## src/hdl/cpuPkg.sv

```systemverilog
package cpuPkg;

        typedef logic [7:0] dataT;      // register and memory word
        typedef logic [7:0] addrT;      // memory address and pc
        typedef logic [7:0] instrT;
        typedef logic [1:0] regIdxT;

        localparam int memDepth = 256;

        // register index fields of an instruction
        localparam int r1Hi = 7;
        localparam int r1Lo = 6;
        localparam int r2Hi = 5;
        localparam int r2Lo = 4;

        // full 4-bit opcodes in bits 3:0
        localparam logic [3:0] opLoad  = 4'd0;
        localparam logic [3:0] opStop  = 4'd1;
        localparam logic [3:0] opStore = 4'd2;
        localparam logic [3:0] opAdd   = 4'd4;
        localparam logic [3:0] opBz    = 4'd5;
        localparam logic [3:0] opSub   = 4'd6;
        localparam logic [3:0] opNand  = 4'd8;
        localparam logic [3:0] opBnz   = 4'd9;
        localparam logic [3:0] opNop   = 4'd10;
        localparam logic [3:0] opBpz   = 4'd13;

        // 3-bit opcodes in bits 2:0
        localparam logic [2:0] opShift = 3'd3;
        localparam logic [2:0] opOri   = 3'd7;

        typedef enum logic [2:0] {
                aluAdd   = 3'd0,
                aluSub   = 3'd1,
                aluOr    = 3'd2,
                aluNand  = 3'd3,
                aluShift = 3'd4
        } aluOpT;

        typedef enum logic [2:0] {
                alu2R2   = 3'd0,
                alu2One  = 3'd1,
                alu2Imm4 = 3'd2,        // sign-extended
                alu2Imm5 = 3'd3,        // zero-extended
                alu2Imm3 = 3'd4
        } alu2SelT;

        // asn = add/sub/nand, asnsh = add/sub/nand/shift
        typedef enum logic [4:0] {
                stReset, stFetch, stDecode,
                stC3Asn, stC3Shift, stC3Ori, stC3Load, stC3Store,
                stC3Bz, stC3Bnz, stC3Bpz, stC3Nop, stC3Stop,
                stC4Asnsh, stC4Ori, stC4Load, stC4Idle,
                stC5Ori, stC5Idle,
                stHalted
        } fsmStateT;

endpackage
```

## src/hdl/cpuIfs.sv

```systemverilog
`timescale 1ns/1ps

interface ctrlIf;
        logic pcWrite;
        logic pcSel;            // 0 alu result, 1 aluOut
        logic memRead;
        logic memWrite;
        logic irLoad;
        logic r1Sel;            // force register one
        logic mdrLoad;
        logic r1r2Load;
        logic alu1Sel;          // 0 pc, 1 r1 latch
        cpuPkg::alu2SelT alu2Sel;
        cpuPkg::aluOpT aluOp;
        logic aluOutWrite;
        logic rfWrite;
        logic regIn;            // 0 aluOut, 1 mdr
        logic flagWrite;
        cpuPkg::instrT instr;
        logic flagN;
        logic flagZ;

        modport seq (
                output pcWrite, pcSel, memRead, memWrite, irLoad, r1Sel, mdrLoad,
                output r1r2Load, alu1Sel, alu2Sel, aluOp, aluOutWrite, rfWrite,
                output regIn, flagWrite,
                input  instr, flagN, flagZ
        );
        modport dp (
                input  pcWrite, pcSel, memRead, memWrite, irLoad, r1Sel, mdrLoad,
                input  r1r2Load, alu1Sel, alu2Sel, aluOp, aluOutWrite, rfWrite,
                input  regIn, flagWrite,
                output instr, flagN, flagZ
        );
endinterface

interface memIf;
        cpuPkg::addrT addr;
        cpuPkg::dataT wdata;
        cpuPkg::dataT rdata;
        logic read;
        logic write;

        modport core (output addr, wdata, read, write, input rdata);
        modport mem (input addr, wdata, read, write, output rdata);
endinterface

```

## src/hdl/cpuTop.sv

```systemverilog
`timescale 1ns/1ps

module cpuTop (
        input  logic         clock,
        input  logic         reset,
        input  logic         i_hostEn,
        input  logic         i_hostWe,
        input  cpuPkg::addrT i_hostAddr,
        input  cpuPkg::dataT i_hostWdata,
        output cpuPkg::dataT o_hostRdata,
        output logic         o_stopped,
        output cpuPkg::addrT o_pc
);

        ctrlIf ctrl0 ();
        memIf  mem0 ();

        controlFsm fsm0 (
                .clock     (clock),
                .reset     (reset),
                .ctrl      (ctrl0.seq),
                .o_stopped (o_stopped)
        );

        datapath dp0 (
                .clock (clock),
                .reset (reset),
                .ctrl  (ctrl0.dp),
                .mem   (mem0.core),
                .o_pc  (o_pc)
        );

        mainMemory ram0 (
                .clock       (clock),
                .mem         (mem0.mem),
                .i_hostEn    (i_hostEn),
                .i_hostWe    (i_hostWe),
                .i_hostAddr  (i_hostAddr),
                .i_hostWdata (i_hostWdata),
                .o_hostRdata (o_hostRdata)
        );

endmodule

```

## src/hdl/mainMemory.sv

```systemverilog
`timescale 1ns/1ps

module mainMemory (
        input  logic         clock,
        memIf.mem            mem,
        input  logic         i_hostEn,
        input  logic         i_hostWe,
        input  cpuPkg::addrT i_hostAddr,
        input  cpuPkg::dataT i_hostWdata,
        output cpuPkg::dataT o_hostRdata
);

        cpuPkg::dataT ram [cpuPkg::memDepth];
        cpuPkg::addrT selAddr;
        cpuPkg::dataT selWdata;
        cpuPkg::dataT rdData;
        logic selWe;

        // host has priority whenever enabled
        assign selAddr = i_hostEn ? i_hostAddr : mem.addr;
        assign selWdata = i_hostEn ? i_hostWdata : mem.wdata;
        assign selWe = i_hostEn ? i_hostWe : mem.write;

        always_ff @(posedge clock) begin
                if (selWe)
                        ram[selAddr] <= selWdata;
        end

        assign rdData = ram[selAddr];
        assign o_hostRdata = rdData;
        assign mem.rdata = mem.read ? rdData : '0;

        aNoCoreWriteInHost: assert property (@(posedge clock) !(i_hostEn && mem.write));

endmodule

```

## src/hdl/datapath.sv

```systemverilog
`timescale 1ns/1ps

module datapath (
        input  logic         clock,
        input  logic         reset,
        ctrlIf.dp            ctrl,
        memIf.core           mem,
        output cpuPkg::addrT o_pc
);

        cpuPkg::addrT   pc;
        cpuPkg::instrT  ir;
        cpuPkg::dataT   mdr;
        cpuPkg::dataT   r1Latch;
        cpuPkg::dataT   r2Latch;        // also the data address
        cpuPkg::dataT   aluOut;
        cpuPkg::dataT   rdA;
        cpuPkg::dataT   rdB;
        cpuPkg::dataT   aluA;
        cpuPkg::dataT   aluB;
        cpuPkg::dataT   aluResult;
        cpuPkg::dataT   wrData;
        cpuPkg::regIdxT r1Idx;
        logic aluN;
        logic aluZ;
        logic flagN;
        logic flagZ;

        // ori reads and writes register one
        assign r1Idx = ctrl.r1Sel ? cpuPkg::regIdxT'(1) : ir[cpuPkg::r1Hi:cpuPkg::r1Lo];
        assign wrData = ctrl.regIn ? mdr : aluOut;

        regFile regs0 (
                .clock    (clock),
                .reset    (reset),
                .i_rdIdxA (r1Idx),
                .i_rdIdxB (ir[cpuPkg::r2Hi:cpuPkg::r2Lo]),
                .o_rdA    (rdA),
                .o_rdB    (rdB),
                .i_we     (ctrl.rfWrite),
                .i_wrIdx  (r1Idx),
                .i_wrData (wrData)
        );

        assign aluA = ctrl.alu1Sel ? r1Latch : pc;

        always_comb begin
                case (ctrl.alu2Sel)
                cpuPkg::alu2One:  aluB = 8'd1;
                cpuPkg::alu2Imm4: aluB = {{4{ir[7]}}, ir[7:4]};
                cpuPkg::alu2Imm5: aluB = {3'b000, ir[7:3]};
                cpuPkg::alu2Imm3: aluB = {{5{ir[5]}}, ir[5:3]};     // signed shift amount
                default:          aluB = r2Latch;
                endcase
        end

        aluUnit alu0 (
                .i_a      (aluA),
                .i_b      (aluB),
                .i_op     (ctrl.aluOp),
                .o_result (aluResult),
                .o_n      (aluN),
                .o_z      (aluZ)
        );

        always_ff @(posedge clock or posedge reset) begin
                if (reset) begin
                        pc <= '0;
                        flagN <= 1'b0;
                        flagZ <= 1'b0;
                end else begin
                        if (ctrl.pcWrite)
                                pc <= ctrl.pcSel ? aluOut : aluResult;  // branch target or pc + 1
                        if (ctrl.flagWrite) begin
                                flagN <= aluN;
                                flagZ <= aluZ;
                        end
                end
        end

        always_ff @(posedge clock) begin
                if (ctrl.irLoad)
                        ir <= mem.rdata;
                if (ctrl.mdrLoad)
                        mdr <= mem.rdata;
                if (ctrl.r1r2Load) begin
                        r1Latch <= rdA;
                        r2Latch <= rdB;
                end
                if (ctrl.aluOutWrite)
                        aluOut <= aluResult;
        end

        // fetched word straight from the bus during fetch
        assign ctrl.instr = ctrl.irLoad ? mem.rdata : ir;
        assign ctrl.flagN = flagN;
        assign ctrl.flagZ = flagZ;

        assign mem.addr = ctrl.irLoad ? pc : r2Latch;
        assign mem.wdata = r1Latch;
        assign mem.read = ctrl.memRead;
        assign mem.write = ctrl.memWrite;

        assign o_pc = pc;

endmodule

```

## src/hdl/controlFsm.sv

```systemverilog
`timescale 1ns/1ps

module controlFsm (
        input  logic clock,
        input  logic reset,
        ctrlIf.seq   ctrl,
        output logic o_stopped
);

        cpuPkg::fsmStateT state;
        cpuPkg::fsmStateT nextState;
        logic [3:0] opcode;

        assign opcode = ctrl.instr[3:0];
        assign o_stopped = (state == cpuPkg::stHalted);

        always_comb begin
                nextState = cpuPkg::stReset;
                case (state)
                cpuPkg::stReset:   nextState = cpuPkg::stFetch;
                cpuPkg::stFetch:   nextState = cpuPkg::stDecode;
                cpuPkg::stDecode: begin
                        if (opcode == cpuPkg::opAdd || opcode == cpuPkg::opSub ||
                            opcode == cpuPkg::opNand)
                                nextState = cpuPkg::stC3Asn;
                        else if (opcode[2:0] == cpuPkg::opShift)
                                nextState = cpuPkg::stC3Shift;
                        else if (opcode[2:0] == cpuPkg::opOri)
                                nextState = cpuPkg::stC3Ori;
                        else begin
                                case (opcode)
                                cpuPkg::opLoad:  nextState = cpuPkg::stC3Load;
                                cpuPkg::opStore: nextState = cpuPkg::stC3Store;
                                cpuPkg::opBz:    nextState = cpuPkg::stC3Bz;
                                cpuPkg::opBnz:   nextState = cpuPkg::stC3Bnz;
                                cpuPkg::opBpz:   nextState = cpuPkg::stC3Bpz;
                                cpuPkg::opStop:  nextState = cpuPkg::stC3Stop;
                                default:         nextState = cpuPkg::stC3Nop; // nop and unknown
                                endcase
                        end
                end
                cpuPkg::stC3Asn, cpuPkg::stC3Shift: nextState = cpuPkg::stC4Asnsh;
                cpuPkg::stC3Ori:   nextState = cpuPkg::stC4Ori;
                cpuPkg::stC4Ori:   nextState = cpuPkg::stC5Ori;
                cpuPkg::stC3Load:  nextState = cpuPkg::stC4Load;
                cpuPkg::stC3Store, cpuPkg::stC3Bz, cpuPkg::stC3Bnz,
                cpuPkg::stC3Bpz, cpuPkg::stC3Nop: nextState = cpuPkg::stC4Idle;
                cpuPkg::stC3Stop:  nextState = cpuPkg::stHalted;
                cpuPkg::stC4Asnsh, cpuPkg::stC4Load,
                cpuPkg::stC4Idle:  nextState = cpuPkg::stC5Idle;
                cpuPkg::stC5Ori, cpuPkg::stC5Idle: nextState = cpuPkg::stFetch;
                cpuPkg::stHalted:  nextState = cpuPkg::stHalted;   // until reset
                default:           nextState = cpuPkg::stReset;
                endcase
        end

        always_ff @(posedge clock or posedge reset) begin
                if (reset)
                        state <= cpuPkg::stReset;
                else
                        state <= nextState;
        end

        always_comb begin
                ctrl.pcWrite = 1'b0;
                ctrl.pcSel = 1'b0;
                ctrl.memRead = 1'b0;
                ctrl.memWrite = 1'b0;
                ctrl.irLoad = 1'b0;
                ctrl.r1Sel = 1'b0;
                ctrl.mdrLoad = 1'b0;
                ctrl.r1r2Load = 1'b0;
                ctrl.alu1Sel = 1'b0;
                ctrl.alu2Sel = cpuPkg::alu2R2;
                ctrl.aluOp = cpuPkg::aluAdd;
                ctrl.aluOutWrite = 1'b0;
                ctrl.rfWrite = 1'b0;
                ctrl.regIn = 1'b0;
                ctrl.flagWrite = 1'b0;
                case (state)
                cpuPkg::stFetch: begin
                        ctrl.memRead = 1'b1;
                        ctrl.irLoad = 1'b1;
                        ctrl.pcWrite = 1'b1;            // pc + 1 through the alu
                        ctrl.alu2Sel = cpuPkg::alu2One;
                end
                cpuPkg::stDecode: begin
                        ctrl.r1r2Load = 1'b1;
                        ctrl.alu2Sel = cpuPkg::alu2Imm4; // branch target ahead of time
                        ctrl.aluOutWrite = 1'b1;
                end
                cpuPkg::stC3Asn: begin
                        ctrl.alu1Sel = 1'b1;
                        if (opcode == cpuPkg::opSub)
                                ctrl.aluOp = cpuPkg::aluSub;
                        else if (opcode == cpuPkg::opNand)
                                ctrl.aluOp = cpuPkg::aluNand;
                        ctrl.aluOutWrite = 1'b1;
                        ctrl.flagWrite = 1'b1;
                end
                cpuPkg::stC3Shift: begin
                        ctrl.alu1Sel = 1'b1;
                        ctrl.alu2Sel = cpuPkg::alu2Imm3;
                        ctrl.aluOp = cpuPkg::aluShift;
                        ctrl.aluOutWrite = 1'b1;
                        ctrl.flagWrite = 1'b1;
                end
                cpuPkg::stC4Asnsh: ctrl.rfWrite = 1'b1;
                cpuPkg::stC3Ori: begin
                        ctrl.r1Sel = 1'b1;
                        ctrl.r1r2Load = 1'b1;
                end
                cpuPkg::stC4Ori: begin
                        ctrl.alu1Sel = 1'b1;
                        ctrl.alu2Sel = cpuPkg::alu2Imm5;
                        ctrl.aluOp = cpuPkg::aluOr;
                        ctrl.aluOutWrite = 1'b1;
                        ctrl.flagWrite = 1'b1;
                end
                cpuPkg::stC5Ori: begin
                        ctrl.r1Sel = 1'b1;
                        ctrl.rfWrite = 1'b1;
                end
                cpuPkg::stC3Load: begin
                        ctrl.memRead = 1'b1;
                        ctrl.mdrLoad = 1'b1;
                end
                cpuPkg::stC4Load: begin
                        ctrl.rfWrite = 1'b1;
                        ctrl.regIn = 1'b1;
                end
                cpuPkg::stC3Store: ctrl.memWrite = 1'b1;
                cpuPkg::stC3Bz: begin
                        ctrl.pcSel = 1'b1;
                        ctrl.pcWrite = ctrl.flagZ;
                end
                cpuPkg::stC3Bnz: begin
                        ctrl.pcSel = 1'b1;
                        ctrl.pcWrite = ~ctrl.flagZ;
                end
                cpuPkg::stC3Bpz: begin
                        ctrl.pcSel = 1'b1;
                        ctrl.pcWrite = ~ctrl.flagN;
                end
                default: ;
                endcase
        end

        aMemExclusive: assert property (@(posedge clock) disable iff (reset)
                !(ctrl.memRead && ctrl.memWrite));

endmodule

```

## src/hdl/regFile.sv

```systemverilog
`timescale 1ns/1ps

module regFile (
        input  logic           clock,
        input  logic           reset,
        input  cpuPkg::regIdxT i_rdIdxA,
        input  cpuPkg::regIdxT i_rdIdxB,
        output cpuPkg::dataT   o_rdA,
        output cpuPkg::dataT   o_rdB,
        input  logic           i_we,
        input  cpuPkg::regIdxT i_wrIdx,
        input  cpuPkg::dataT   i_wrData
);

        cpuPkg::dataT regs [4];

        always_ff @(posedge clock or posedge reset) begin
                if (reset) begin
                        for (int i = 0; i < 4; i++)
                                regs[i] <= '0;
                end else if (i_we) begin
                        regs[i_wrIdx] <= i_wrData;
                end
        end

        assign o_rdA = regs[i_rdIdxA];
        assign o_rdB = regs[i_rdIdxB];

endmodule

```

## src/hdl/aluUnit.sv

```systemverilog
`timescale 1ns/1ps

module aluUnit (
        input  cpuPkg::dataT  i_a,
        input  cpuPkg::dataT  i_b,
        input  cpuPkg::aluOpT i_op,
        output cpuPkg::dataT  o_result,
        output logic          o_n,
        output logic          o_z
);

        cpuPkg::dataT shiftMag;

        // negative amount means right shift by its magnitude
        assign shiftMag = i_b[7] ? -i_b : i_b;

        always_comb begin
                case (i_op)
                cpuPkg::aluAdd:  o_result = i_a + i_b;
                cpuPkg::aluSub:  o_result = i_a - i_b;
                cpuPkg::aluOr:   o_result = i_a | i_b;
                cpuPkg::aluNand: o_result = ~(i_a & i_b);
                cpuPkg::aluShift: begin
                        if (i_b[7])
                                o_result = i_a >> shiftMag;     // logical
                        else
                                o_result = i_a << shiftMag;
                end
                default:         o_result = i_a + i_b;
                endcase
        end

        assign o_n = o_result[7];
        assign o_z = (o_result == '0);

endmodule

```

## config.mk

```make
export PLATFORM = sky130hd
export DESIGN_NAME = cpuTop
export DESIGN_NICKNAME = d
export VERILOG_FILES = /design/src/hdl/cpuPkg.sv /design/src/hdl/cpuIfs.sv /design/src/hdl/cpuTop.sv /design/src/hdl/mainMemory.sv /design/src/hdl/datapath.sv /design/src/hdl/controlFsm.sv /design/src/hdl/regFile.sv /design/src/hdl/aluUnit.sv
export SDC_FILE = /design/constraint.sdc
export NUM_CORES = 2
export LEC_CHECK = 0
export ABC_CLOCK_PERIOD_IN_PS = 5100
export BUFFER_PORTS_ARGS = -buffer_cell sky130_fd_sc_hd__buf_2
export CAP_MARGIN = 20
export CORE_MARGIN = 4
export CORE_UTILIZATION = 50
export DETAILED_ROUTE_END_ITERATION = 10
export GPL_ROUTABILITY_DRIVEN = 1
export PLACE_DENSITY_LB_ADDON = 0.1
export SLEW_MARGIN = 10
export SYNTH_ARGS = -nofsm -noshare
export SYNTH_HDL_FRONTEND = slang
export SYNTH_SLANG_ARGS = --single-unit
```

## constraint.sdc

```tcl
create_clock -name clock -period 5.1 [get_ports clock]
set_input_delay 0.255 -clock clock [delete_from_list [all_inputs] [get_ports clock]]
set_output_delay 0.255 -clock clock [all_outputs]
set_load 0.005 [all_outputs]
```

==> key figures <==
Logic synthesis
  • Async S/R FF share, synth: 2.20%
  • Post-synthesis simple-gate area fraction: 14.5%
  • Most common cell in the netlist: edfxtp_1
  • Unique masters post-synth: 94
  • Synth area leaders: edfxtp_1 71%, nand2_1 7.7%, nand3_1 2.7%, a311oi_1 2.5%, nor2_1 1.6%
  • Synth Area in Adders: 0.178%
  • Mux contribution to synthesized area: 1.62%
  • Sequential share of the synthesized area: 71.9%
  • Number of synthesized flops with an enable pin: 2,084
  • Syn Area/Cell: 12.7 µm²
  • Synth Net Count: 6,999
  • Synth Area in Compound Gates: ~8.7%
  • Synth cell count leaders: 2,084 x edfxtp_1, 1,822 x nand2_1, 478 x nand3_1
  • Post-synth top area share: 70.5%
  • Synth Flop Type: edfxtp_1
  • Largest area contributor in the netlist: edfxtp_1
  • Seq cells post-synth: 2,135
  • Cells after synthesis: 6,967
  • Post-Syn Area: just under 90,000 µm²
  • Xor/xnor share of the synthesized area: 0.168%
  • Yosys warns: 0
  • Largest family of logic cells by synthesized area: simple AND/OR/NAND/NOR gates

CTS
  • Longest Clk Path Bufs: 3
  • H-Tree Depth: 4
  • CTS clk-pin slew, worst paths: 0.06 ns
  • Clk root buf: clkbuf_16
  • CTS buffer count: about 220
  • TritonCTS Sinks: 2,135
  • Clk Latency, worst-skew pair: 0.88 ns
  • CTS tree: done

Setup path
  • CP Cell Sequence: buf_6, and4bb_2, a21o_1, o21ai_4, buf_12, buf_16, buf_16, buf_12, mux2i_4, a2111oi_1, nand3b_1, o2111ai_2, or4_4, nor4_4, buf_4, buf_6, inv_2, buf_2
  • FF-to-FF End: fsm0.state[0]
  • Crit end category: primary output
  • CP endpoint: o_hostRdata[1]
  • CP Class: reg2out
  • Critical path origin: fsm0.state[3]
  • R2R Path Start: fsm0.state[3]
  • CP Data Arrival Time: 5.08 ns
  • Buffer and inverter count on the worst path: 9
  • Delay-heaviest family, CP: simple AND/OR/NAND/NOR gates
  • Stages on worst setup path: 18
  • Largest stage delay on the critical path: between 0.5 and 0.6 ns
  • Worst reg-to-reg path cell count: 21
  • CP Max Fanout: 9
  • Required @ worst endpoint: 4.85 ns
  • Nature of the critical path startpoint: register
  • Slowest CP cell: or4_4
  • R2R setup slack: 0.15 ns

Run
  • Max-cap violations: 0

STA
  • Slew Limit Fails: 0
  • Final hold violations: 0
  • RSZ-0062 raised after global routing: yes
  • Count of final setup violators: 7
  • Worst Clk Skew: 0.0319 ns
  • Tightest Pin Transition: 1.37 ns
  • Fmax: ~0.19 GHz
  • Fin crit share: 105%
  • Minimum clock period: 5.33 ns
  • WHS: 0.148 ns
  • Slew HR: under 10%
  • Setup TNS: -0.811 ns
  • Final WS setup: -0.232 ns

Place
  • Post-DP HPWL: 186 mm
  • Placer Congestion: 0.931
  • Port bufs: 36
  • Placed insts: 9,393

Layout
  • Layout Area Growth over Synthesis: 19.6%
  • Multi-input combinational cell area: approximately 24,000 µm²
  • Final core occ: 60.2%
  • Total Nets Final: 7,459
  • Layout cell share with drive strength beyond 1: 17.7%
  • Final non-filler cell total: about 10,000
  • Register area: 63,800 µm²
  • Number of fill cells: roughly 14,000

GRT
  • Global-route wire length before repair: ~430 mm
  • Initial antenna violation count: 15
  • Vias in the first global route: around 59,000
  • Grt total ovfl: 0
  • Largest net degree at the start of global routing: 125
  • Gr usage total: 32.6%

Floorplan
  • Num ports: 37
  • Die width: between 400 and 500 µm
  • Die H: ~430 µm
  • Core footprint: 176,000 µm²
  • Die ar.: 184,000 µm²
  • FP Rows: 154
  • Initial Util: 50.3%

Status
  • Status: complete, but fails checks
  • Failing checks: negative setup slack

Drt
  • Final WL: 310 mm
  • DRC: 0
  • DR pass1 iterations: 8
  • Final ANT Viol Nets: 0
  • Routed wire per std cell: 31.2 µm
  • Via count: 63,100
  • Via density: around 6.3
  • Starting DRT DRC Count: 9,071

Power and ir drop
  • Max VDD drop: ~0.00034 V
  • Pwr/cell area: 530 nW/µm²
  • Static leakage: 36.5 nW

Hold path
  • Min-delay worst type: in2async
worst min-delay path: cells and delay by family:
kind	cells	cell delay, ns
buffers and inverters	4	1.22
layout by cell type, fill, tap and decap left out, drive strengths merged, types with 95 or more instances in the layout:
cell type	synthesis	routed
a211oi	100	100
a21oi	281	281
a311oi	255	255
and3	191	191
buf	348	707
clkbuf	155	291
edfxtp	2084	2084
mux2i	95	95
nand2	1824	1825
nand3	478	478
nor2	381	381
o21ai	168	168
logic make-up after synthesis:
logic type               Yosys count
multiplexers                     130
buffers and inverters            528
XOR/XNOR                          17
adder cells (fa/ha/maj)           12
AND/OR/NAND/NOR                 3036
flip-flops                      2135
AO/OA/AOI/OAI                   1109
timing repair:
| action | 4_1_cts | 5_1_grt |
|---|---|---|
| buffers inserted | 60 | 56 |
| setup endpoints to repair | 15 | 15 |
| endpoints found under the hold margin | 47 | 0 |
| pin swaps | 91 | 88 |
| hold buffers | 1 | 0 |
| resized for setup | 314 | 169 |
| cloned | 31 | 16 |
cell type report:
class | instances | area share (%)
diodes | 9 | 0.0212
clock buffers | 275 | 5.33
clock inverters | 117 | 1.07
inverters | 25 | 0.0884
multi-input cells | 4306 | 22.8
flip-flops and latches | 2135 | 60.1
well taps | 2340 | 2.76
repair buffers | 744 | 7.77
layer usage:
metal | track usage [%] | vias to the layer above | routed length (µm)
li1 | - | 26900 | -
met1 | 45.2 | 31600 | 120000
met2 | 49.4 | 3807 | 140000
met3 | 7.34 | 745 | 34400
met4 | 15.4 | 8 | 16600
met5 | 0.0781 | - | 59
sequential cells by signal, summed over array words and instances, names as in the netlist:
name            cells
dp0.ir              8
ram0.ram         2048
dp0.o_pc            8
dp0.ctrl.flagN      1
dp0.aluOut          8
dp0.mem.wdata       8
dp0.ctrl.flagZ      1
dp0.mdr             8
dp0.regs0.regs     32
fsm0.state          5
dp0.r2Latch         8
power by group:
group          switching, W  internal, W
sequential         0.000349       0.0206
combinational        0.0128      0.00705
clock               0.00679      0.00873
total                0.0199       0.0364
worst min-delay path by stage:
stage	cells past startpoint	endpoint	start	slack (ns)
2_1_floorplan	2	dp0.regs0.regs[1]	dp0.regs0.regs[1]	0.46
3_5_place_dp	2	dp0.regs0.regs[6]	dp0.regs0.regs[6]	0.49
6_report	4	dp0.ctrl.flagZ	reset	0.15
5_1_grt	4	dp0.o_pc[2]	reset	0.20
4_1_cts	4	dp0.o_pc[2]	reset	0.15
3_3_place_gp	2	dp0.regs0.regs[1]	dp0.regs0.regs[1]	0.48
through the flow:
stage	setup WS (ns)	cell area, µm²	power (W)
floorplan	0.0942	88700	0.0305
global placement	-0.836	94700	0.0377
detailed placement	-0.837	94700	0.0378
CTS	-0.149	104000	0.0550
global route	-0.272	106000	0.0580
finish	-0.232	106000	0.0563
(Power assumes the default switching activity.)
